## config.mk

```make
export PLATFORM = sky130hd
export DESIGN_NAME = misc_top
export DESIGN_NICKNAME = d
export VERILOG_FILES = /design/src/logic/misc_pkg.sv /design/src/logic/apb_regs.sv /design/src/logic/int_ctrl.sv /design/src/logic/interval_timer.sv /design/src/logic/refresh_ctrl.sv /design/src/logic/misc_top.sv
export SDC_FILE = /design/constraint.sdc
export NUM_CORES = 1
export LEC_CHECK = 0
export BUFFER_PORTS_ARGS = -buffer_cell sky130_fd_sc_hd__clkbuf_2
export CAP_MARGIN = 10
export CORE_MARGIN = 2
export CORE_UTILIZATION = 36
export CTS_BUF_LIST = sky130_fd_sc_hd__clkbuf_2
export DETAILED_ROUTE_END_ITERATION = 16
export GPL_TIMING_DRIVEN = 0
export PLACE_DENSITY = 0.52
export SLEW_MARGIN = 5
export SYNTH_ARGS = -nofsm -noshare
export SYNTH_HDL_FRONTEND = slang
export SYNTH_HIERARCHICAL = 1
export SYNTH_SLANG_ARGS = --single-unit
```

## constraint.sdc

```tcl
create_clock -name sys_clk -period 7.75 [get_ports sys_clk]
set_input_delay 1.1625 -clock sys_clk [delete_from_list [all_inputs] [get_ports sys_clk]]
set_output_delay 1.1625 -clock sys_clk [all_outputs]
set_load 0.02 [all_outputs]
```

## src/logic/misc_pkg.sv

```systemverilog
/* Misc peripheral shared definitions */
`default_nettype none

package misc_pkg;

	// Host bus widths
	localparam int data_w = 16;
	localparam int addr_w = 4;

	// Interrupt sources
	localparam int int_n = 5;

	// Refresh pacing
	localparam int ref_cnt_w = 4;
	localparam int ref_full = 8;
	localparam int base_div_w = 6;

	// Word register offsets, byte addressed
	typedef enum logic [addr_w-1:0] {
		reg_int  = 4'h0,
		reg_pit0 = 4'h4,
		reg_pit1 = 4'h8,
		reg_ref  = 4'hC
	} reg_addr_e;

	typedef enum logic {
		ref_idle,
		ref_request
	} ref_state_e;

	// APB request from the host
	typedef struct packed {
		logic              psel;
		logic              penable;
		logic              pwrite;
		logic [addr_w-1:0] paddr;
		logic [data_w-1:0] pwdata;
	} apb_req_t;

	// Bit 0 is vid, bit 4 is dsp, matching the register layout
	typedef struct packed {
		logic dsp;
		logic tim;
		logic obj;
		logic gpu;
		logic vid;
	} int_src_t;

endpackage

`default_nettype wire

```

## src/logic/apb_regs.sv

```systemverilog
/* APB register block */
`timescale 1ns/1ps
`default_nettype none

module apb_regs import misc_pkg::*; (
	input  wire              sys_clk,
	input  wire              resetl,
	input  wire apb_req_t    apb_req,
	output logic [15:0]      prdata,
	output int_src_t         int_en,
	output int_src_t         int_ack,
	output logic             int_ack_wr,
	output logic [15:0]      pre_reload,
	output logic             pre_wr,
	output logic [15:0]      tim_reload,
	output logic             tim_wr,
	output logic [3:0]       ref_rate,
	input  wire int_src_t    pending,
	input  wire [15:0]       pre_count,
	input  wire [15:0]       tim_count,
	input  wire [3:0]        ref_count
);

	logic      acc;
	logic      wr;
	logic      rd;
	reg_addr_e addr;

	// Access phase of a transfer
	assign acc = apb_req.psel & apb_req.penable;
	assign wr = acc & apb_req.pwrite;
	assign rd = acc & ~apb_req.pwrite;
	assign addr = reg_addr_e'(apb_req.paddr);

	// One-cycle strobes at the access edge
	assign int_ack_wr = wr && (addr == reg_int);
	assign pre_wr = wr && (addr == reg_pit0);
	assign tim_wr = wr && (addr == reg_pit1);

	// Acknowledge bits live in the upper byte of the interrupt word
	assign int_ack = int_src_t'(apb_req.pwdata[8 +: int_n]);

	// Reload values go straight through with their strobes
	assign pre_reload = apb_req.pwdata;
	assign tim_reload = apb_req.pwdata;

	// Enable and rate are held here
	always_ff @(posedge sys_clk) begin
		if (!resetl) begin
			int_en <= '0;
			ref_rate <= '0;
		end else begin
			if (int_ack_wr)
				int_en <= int_src_t'(apb_req.pwdata[int_n-1:0]);
			if (wr && (addr == reg_ref))
				ref_rate <= apb_req.pwdata[3:0];
		end
	end

	// Readback, zero outside a read
	always_comb begin
		prdata = '0;
		if (rd) begin
			case (addr)
				reg_int:  prdata = {{(data_w-int_n){1'b0}}, pending};
				reg_pit0: prdata = pre_count;
				reg_pit1: prdata = tim_count;
				reg_ref:  prdata = {{(data_w-ref_cnt_w){1'b0}}, ref_count};
				default:  prdata = '0;
			endcase
		end
	end

	// Access phase must follow a setup cycle with psel already high
	a_apb_phase: assert property (@(posedge sys_clk) disable iff (!resetl)
		apb_req.penable |-> apb_req.psel && $past(apb_req.psel && !apb_req.penable));

endmodule

`default_nettype wire

```

## src/logic/int_ctrl.sv

```systemverilog
/* Interrupt controller */
`timescale 1ns/1ps
`default_nettype none

module int_ctrl import misc_pkg::*; (
	input  wire           sys_clk,
	input  wire           resetl,
	input  wire int_src_t src,
	input  wire int_src_t int_en,
	input  wire int_src_t int_ack,
	input  wire           int_ack_wr,
	output int_src_t      pending,
	output logic          irq_n
);

	// Bit 0 carries vid and bit 1 carries dsp
	logic [1:0] sync1;
	logic [1:0] sync2;
	logic [1:0] sync_d;
	logic [1:0] edge_rise;
	int_src_t   set_vec;
	int_src_t   clr_vec;

	// Two-flop synchronizer plus a delay stage for edge detection
	always_ff @(posedge sys_clk) begin
		if (!resetl) begin
			sync1 <= '0;
			sync2 <= '0;
			sync_d <= '0;
		end else begin
			sync1 <= {src.dsp, src.vid};
			sync2 <= sync1;
			sync_d <= sync2;
		end
	end

	// One pulse per rising edge so a held input does not retrigger
	assign edge_rise = sync2 & ~sync_d;

	// Edge sources for vid and dsp and level sources for the rest
	always_comb begin
		set_vec.vid = edge_rise[0] & int_en.vid;
		set_vec.gpu = src.gpu & int_en.gpu;
		set_vec.obj = src.obj & int_en.obj;
		set_vec.tim = src.tim & int_en.tim;
		set_vec.dsp = edge_rise[1] & int_en.dsp;
	end

	assign clr_vec = int_ack_wr ? int_ack : '0;

	// Set beats acknowledge in the same cycle
	always_ff @(posedge sys_clk) begin
		if (!resetl)
			pending <= '0;
		else
			pending <= set_vec | (pending & ~clr_vec);
	end

	// Active low while any flag is pending
	assign irq_n = ~(|pending);

	// A rising vid reaches pending three edges after it was sampled
	a_vid_latency: assert property (@(posedge sys_clk) disable iff (!resetl)
		$rose(pending.vid) |-> $past(src.vid, 3));

	// Same synchronizer depth on the dsp path
	a_dsp_latency: assert property (@(posedge sys_clk) disable iff (!resetl)
		$rose(pending.dsp) |-> $past(src.dsp, 3));

endmodule

`default_nettype wire

```

## src/logic/interval_timer.sv

```systemverilog
/* Interval timer */
`timescale 1ns/1ps
`default_nettype none

module interval_timer import misc_pkg::*; (
	input  wire         sys_clk,
	input  wire         resetl,
	input  wire  [15:0] pre_reload,
	input  wire         pre_wr,
	input  wire  [15:0] tim_reload,
	input  wire         tim_wr,
	output logic [15:0] pre_count,
	output logic [15:0] tim_count,
	output logic        tim_tick
);

	logic [data_w-1:0] pre_rl;
	logic [data_w-1:0] tim_rl;
	logic              pre_run;
	logic              pre_tick;

	// Zero prescaler reload stops everything
	assign pre_run = (pre_rl != '0);

	// Prescaler wraps at zero unless a write lands in the same cycle
	assign pre_tick = pre_run && (pre_count == '0) && !pre_wr;

	// Timer expiry on a prescaler tick
	assign tim_tick = pre_tick && (tim_count == '0) && !tim_wr;

	// Reload registers
	always_ff @(posedge sys_clk) begin
		if (!resetl) begin
			pre_rl <= '0;
			tim_rl <= '0;
		end else begin
			if (pre_wr)
				pre_rl <= pre_reload;
			if (tim_wr)
				tim_rl <= tim_reload;
		end
	end

	// Prescaler down-counter that loads on write
	always_ff @(posedge sys_clk) begin
		if (!resetl)
			pre_count <= '0;
		else if (pre_wr)
			pre_count <= pre_reload;
		else if (pre_tick)
			pre_count <= pre_rl;
		else if (pre_run)
			pre_count <= pre_count - 16'd1;
	end

	// Timer down-counter stepping only on prescaler ticks
	always_ff @(posedge sys_clk) begin
		if (!resetl)
			tim_count <= '0;
		else if (tim_wr)
			tim_count <= tim_reload;
		else if (tim_tick)
			tim_count <= tim_rl;
		else if (pre_tick)
			tim_count <= tim_count - 16'd1;
	end

	// A stopped prescaler sits at zero
	a_no_tick_stopped: assert property (@(posedge sys_clk) disable iff (!resetl)
		(pre_rl == '0) |-> (pre_count == '0));

endmodule

`default_nettype wire

```

## src/logic/refresh_ctrl.sv

```systemverilog
/* DRAM refresh pacer */
`timescale 1ns/1ps
`default_nettype none

module refresh_ctrl import misc_pkg::*; (
	input  wire        sys_clk,
	input  wire        resetl,
	input  wire  [3:0] ref_rate,
	input  wire        start_ref,
	input  wire        ref_ack,
	output logic [3:0] ref_count,
	output logic       ref_req
);

	logic [base_div_w-1:0] base_div;
	logic                  base_tick;
	logic [3:0]            rate_cnt;
	logic                  rate_reload;
	logic                  inc;
	logic                  dec;
	logic                  full;
	logic                  not_empty;
	ref_state_e            state;
	ref_state_e            state_nxt;

	// Free-running base divider, one tick per wrap
	always_ff @(posedge sys_clk) begin
		if (!resetl)
			base_div <= '0;
		else
			base_div <= base_div + 1'b1;
	end

	assign base_tick = &base_div;

	// Rate counter reloads at zero on a base tick
	assign rate_reload = base_tick && (rate_cnt == '0);

	always_ff @(posedge sys_clk) begin
		if (!resetl)
			rate_cnt <= '0;
		else if (rate_reload)
			rate_cnt <= ref_rate;
		else if (base_tick)
			rate_cnt <= rate_cnt - 4'd1;
	end

	// Rate of zero disables pacing
	assign inc = rate_reload && (ref_rate != '0);
	// Refresh done handshake
	assign dec = ref_req && ref_ack;

	assign full = (ref_count == ref_cnt_w'(ref_full));
	assign not_empty = (ref_count != '0);

	// Pending count, saturates at full, inc with dec cancels
	always_ff @(posedge sys_clk) begin
		if (!resetl)
			ref_count <= '0;
		else if (inc && !dec && !full)
			ref_count <= ref_count + 4'd1;
		else if (dec && !inc)
			ref_count <= ref_count - 4'd1;
	end

	// Request FSM
	always_comb begin
		state_nxt = state;
		case (state)
			ref_idle:
				if (full || (start_ref && not_empty))
					state_nxt = ref_request;
			ref_request:
				if (!not_empty)
					state_nxt = ref_idle;
			default: state_nxt = ref_idle;
		endcase
	end

	always_ff @(posedge sys_clk) begin
		if (!resetl)
			state <= ref_idle;
		else
			state <= state_nxt;
	end

	assign ref_req = (state == ref_request) && not_empty;

	a_count_bound: assert property (@(posedge sys_clk) disable iff (!resetl)
		ref_count <= ref_cnt_w'(ref_full));

	// Withheld ack keeps the request up
	a_req_hold: assert property (@(posedge sys_clk) disable iff (!resetl)
		ref_req && !ref_ack |=> ref_req);

endmodule

`default_nettype wire

```

## src/logic/misc_top.sv

```systemverilog
/* Misc peripheral top level */
`timescale 1ns/1ps
`default_nettype none

module misc_top import misc_pkg::*; (
	input  wire            sys_clk,
	input  wire            resetl,
	input  wire apb_req_t  apb_req,
	output logic [15:0]    prdata,
	input  wire int_src_t  int_src,
	input  wire            start_ref,
	input  wire            ref_ack,
	output logic           ref_req,
	output logic           irq_n
);

	int_src_t    int_en;
	int_src_t    int_ack;
	logic        int_ack_wr;
	int_src_t    pending;
	int_src_t    src_mux;
	logic [15:0] pre_reload;
	logic        pre_wr;
	logic [15:0] tim_reload;
	logic        tim_wr;
	logic [15:0] pre_count;
	logic [15:0] tim_count;
	logic        tim_tick;
	logic [3:0]  ref_rate;
	logic [3:0]  ref_count;

	// Timer source comes from inside, the external pin is not used
	always_comb begin
		src_mux = int_src;
		src_mux.tim = tim_tick;
	end

	apb_regs u_regs (
		.sys_clk    (sys_clk),
		.resetl     (resetl),
		.apb_req    (apb_req),
		.prdata     (prdata),
		.int_en     (int_en),
		.int_ack    (int_ack),
		.int_ack_wr (int_ack_wr),
		.pre_reload (pre_reload),
		.pre_wr     (pre_wr),
		.tim_reload (tim_reload),
		.tim_wr     (tim_wr),
		.ref_rate   (ref_rate),
		.pending    (pending),
		.pre_count  (pre_count),
		.tim_count  (tim_count),
		.ref_count  (ref_count)
	);

	int_ctrl u_int (
		.sys_clk    (sys_clk),
		.resetl     (resetl),
		.src        (src_mux),
		.int_en     (int_en),
		.int_ack    (int_ack),
		.int_ack_wr (int_ack_wr),
		.pending    (pending),
		.irq_n      (irq_n)
	);

	interval_timer u_pit (
		.sys_clk    (sys_clk),
		.resetl     (resetl),
		.pre_reload (pre_reload),
		.pre_wr     (pre_wr),
		.tim_reload (tim_reload),
		.tim_wr     (tim_wr),
		.pre_count  (pre_count),
		.tim_count  (tim_count),
		.tim_tick   (tim_tick)
	);

	refresh_ctrl u_ref (
		.sys_clk   (sys_clk),
		.resetl    (resetl),
		.ref_rate  (ref_rate),
		.start_ref (start_ref),
		.ref_ack   (ref_ack),
		.ref_count (ref_count),
		.ref_req   (ref_req)
	);

endmodule

`default_nettype wire

```

==> flow_metrics.tcl <==
set metrics [dict create \
    path_buf_inv 3 \
    final_gp_congestion 0.899 \
    netlist-cell-type-count 80 \
    critPathLaunchType "input pin" \
    placement_rows 45 \
    global_route.usage.met2 0.360 \
    cp_endpoint_kind "output pin" \
    critical_path.most_common_cell "sky130_fd_sc_hd__clkbuf_2" \
    worstPathMaxFanout 10 \
    post-route-worst-setup-slack_ps 3730 \
    longest_clk_path_bufs 2 \
    postCtsSetupBuffers 0 \
    cts_made_buffers 9 \
    critPathArrivalTime_ps 2860 \
    ant_nets 0 \
    grt_start_max_net_pins 25 \
    setup_violations 0 \
    drv_cap 0 \
    average_size_of_a_mapped_cell_sq_um 8.35 \
    tcrit_tclk_final 0.518 \
    power-per-cell-area_mw_per_mm2 183 \
    synth_cells 678 \
    yosys_warnings 6 \
    die-width_um 129 \
    final_worst_clock_skew_ps 28.5 \
    io_buffer_count 36 \
    dr.pass1.iters 5 \
    yosys.cell_count.top_type "sky130_fd_sc_hd__dfxtp_1" \
    grt_pass1_vias 4996 \
    finalPower_mw 1.14 \
    post_route_cells_drive_above_1_share 0.171 \
    area_growth_pct 9.92 \
    fin_crit_ps 4020 \
    dp_slack_ps 3770 \
    half_perimeter_wire_length_of_the_detailed_placement_result_mm 13.5 \
    clk-insertion-delay-late_ps 640 \
    cts_hold_buffers 0 \
    worst_pin_slew_ps 796 \
    nets 766 \
    max_freq_mhz 249 \
    crit_path_cell_trace "clkbuf_2 > nor4b_1 > clkbuf_1 > a22oi_1 > nor2_1 > clkbuf_2" \
    postCtsResizedCells 0 \
    globalRoute.busiestLayer "met2" \
    ir_drop_mv 0.0898 \
    placeableCoreArea_sq_mm 0.0153 \
    initial_core_util 0.370 \
    drc 0 \
    synth_enable_flop_cells 0 \
    leakage_nw 2.34 \
    yosysTopAreaCellShare 0.350 \
    grt.met3_usage 0.0297 \
    grt.total_usage 0.222 \
    routed_wire_length_per_instance_um 19.4 \
    max_slew_margin 0.470 \
    chipHeight_um 129 \
    synth_top_cells_by_count "sky130_fd_sc_hd__dfxtp_1, sky130_fd_sc_hd__a21oi_1, sky130_fd_sc_hd__nand2_1" \
    yosys.area.top_type "sky130_fd_sc_hd__dfxtp_1" \
    synthArstFlopShare 0 \
    outcome "complete, no violations" \
    clock_tree.htree_level_count 3 \
    post_synth_main_area_contributors "sky130_fd_sc_hd__dfxtp_1, sky130_fd_sc_hd__mux2i_1, sky130_fd_sc_hd__a21oi_1, sky130_fd_sc_hd__buf_4, sky130_fd_sc_hd__o21ai_0" \
    final.setup.tns_ps 0 \
    root_buffer "sky130_fd_sc_hd__clkbuf_2" \
    first_iter_violations 422 \
    ys.flop_type "sky130_fd_sc_hd__dfxtp_1" \
    dieArea_sq_mm 0.0168 \
    hold_path_class "register to register" \
    postLayoutCellArea_sq_mm 0.00623 \
    grt_overflow 0 \
    finalHoldViolations 0 \
    worst_path_max_delay_cell "sky130_fd_sc_hd__nor4b_1" \
    ys_seq_area_frac 0.350 \
    worst-endpoint-required_ps 6590 \
    clk_transition_reported_paths_ps 260 \
    routed-via-count 5261 \
    route.detailed.vias_per_inst 5.58 \
    post_dp_cell_area_sq_mm 0.00611 \
    cts_tree "done" \
    slew_viol_final 0 \
    postSynthNetCount 719 \
    crit_path_leading_delay_family "simple AND/OR/NAND/NOR gates" \
    n_fill_cell 1614 \
    finalWirelength_mm 18.2 \
    synth.ff_latch_count 99 \
    antenna_found_initial 1 \
    worst-setup-path-type "input pin to output pin" \
    io-pin-count 50 \
    syn-cell-area_sq_mm 0.00566 \
    clock_sinks 99 \
    global_route.usage.met1 0.297 \
    crit_path_max_incr_delay_ps 580 \
    rsz_0062_raised_after_global_routing "no" \
    grt_pass1_wl_mm 28.2 \
]
sequential cells by signal, summed over array words and instances (netlist names):
| signal | cells |
|---|---|
| u_int/sync1 | 2 |
| u_pit/tim_count | 16 |
| u_int/sync_d | 2 |
| u_int/pending | 5 |
| u_regs/int_en | 5 |
| u_ref/state | 1 |
| u_regs/ref_rate | 4 |
| u_pit/pre_count | 16 |
| u_ref/base_div | 6 |
| u_int/sync2 | 2 |
| u_ref/ref_count | 4 |
| u_ref/rate_cnt | 4 |
| u_pit/tim_rl | 16 |
| u_pit/pre_rl | 16 |
worst reg2reg max path: cells and delay by family (launching register included):
kind / cells / cell delay, ps
AO/OA/AOI/OAI: 3 / 690
flip-flops: 1 / 410
buffers and inverters: 1 / 90
adder cells (fa/ha/maj): 2 / 550
AND/OR/NAND/NOR: 4 / 1040
cell usage in the layout, fill, tap and decap left out, types with 4 or more instances in the layout:
master | synthesis | final
sky130_fd_sc_hd__a211o_1 | 5 | 5
sky130_fd_sc_hd__a211oi_1 | 4 | 4
sky130_fd_sc_hd__a21oi_1 | 56 | 56
sky130_fd_sc_hd__a22oi_1 | 11 | 11
sky130_fd_sc_hd__a31oi_1 | 4 | 4
sky130_fd_sc_hd__and2_1 | 17 | 17
sky130_fd_sc_hd__and3_1 | 5 | 5
sky130_fd_sc_hd__buf_1 | 4 | 4
sky130_fd_sc_hd__buf_2 | 6 | 6
sky130_fd_sc_hd__buf_4 | 37 | 37
sky130_fd_sc_hd__clkbuf_1 | 32 | 32
sky130_fd_sc_hd__clkbuf_2 | 0 | 47
sky130_fd_sc_hd__dfxtp_1 | 99 | 99
sky130_fd_sc_hd__ha_1 | 8 | 8
sky130_fd_sc_hd__inv_1 | 14 | 14
sky130_fd_sc_hd__mux2i_1 | 41 | 41
sky130_fd_sc_hd__nand2_1 | 56 | 56
sky130_fd_sc_hd__nand3_1 | 16 | 16
sky130_fd_sc_hd__nand4_1 | 4 | 4
sky130_fd_sc_hd__nor2_1 | 50 | 50
sky130_fd_sc_hd__nor2b_1 | 5 | 5
sky130_fd_sc_hd__nor3_1 | 22 | 22
sky130_fd_sc_hd__nor4_1 | 11 | 11
sky130_fd_sc_hd__o211ai_1 | 7 | 7
sky130_fd_sc_hd__o21ai_0 | 44 | 44
sky130_fd_sc_hd__o221ai_1 | 5 | 5
sky130_fd_sc_hd__o22a_2 | 4 | 4
sky130_fd_sc_hd__o31ai_1 | 4 | 4
sky130_fd_sc_hd__or3_1 | 6 | 6
sky130_fd_sc_hd__or4_1 | 12 | 12
sky130_fd_sc_hd__xnor2_1 | 7 | 7
sky130_fd_sc_hd__xor2_1 | 6 | 6
area by class of cell:
type / count / area, sq um / area share
Clock buffer: 11 / 55.1 / 0.00884
Clock inverter: 5 / 60.1 / 0.00965
Tap cell: 211 / 264 / 0.0424
Inverter: 16 / 60.1 / 0.00965
Sequential cell: 99 / 1980 / 0.318
Buffer: 83 / 488 / 0.0784
Multi-Input combinational cell: 480 / 3130 / 0.503
Timing Repair Buffer: 36 / 180 / 0.0289
Antenna cell: 1 / 2.50 / 0.000402
path summary, 6_finish.rpt:
kind	start	to	slack, ps	cells after the start
worst max-delay path	apb_req[17]	prdata[12]	3730	6
worst min-delay path	u_int/sync1[0]	u_int/sync2[0]	470	1
worst max register to register	u_ref/rate_cnt[0]	u_ref/ref_count[3]	4880	10
worst min register to register	u_int/sync1[0]	u_int/sync2[0]	470	1
logic make-up after synthesis:
family | after synthesis | synth area share
AOI/OAI and AO/OA | 185 | 0.214
muxes | 43 | 0.0791
buffers and inverters | 99 | 0.0968
and+or+nand+nor | 230 | 0.219
adders and majority gates | 9 | 0.0212
DFF | 99 | 0.350
xor gates and xnor gates | 13 | 0.0201
metrics by stage:
step | util | cells | hold slack, ps
5_1_grt | 0.407 | 942 | 496
3_5_place_dp | 0.399 | 925 | 417
4_1_cts | 0.406 | 941 | 464
3_3_place_gp | 0.399 | 925 | 412
6_report | 0.407 | 942 | 471
2_1_floorplan | - | 678 | 406
metal layers:
layer,wire (um),part of all wire
met4,590,0.032
met2,8160,0.45
met3,1030,0.056
met1,8460,0.46
met5,0,0
power breakdown:
part,internal [mW],leakage (nW),switching (mW),total [mW]
sequential,0.524,0.800,0.0186,0.543
combinational,0.126,1.46,0.202,0.327
clock,0.0790,0.0729,0.191,0.270
(Power assumes the default switching activity.)
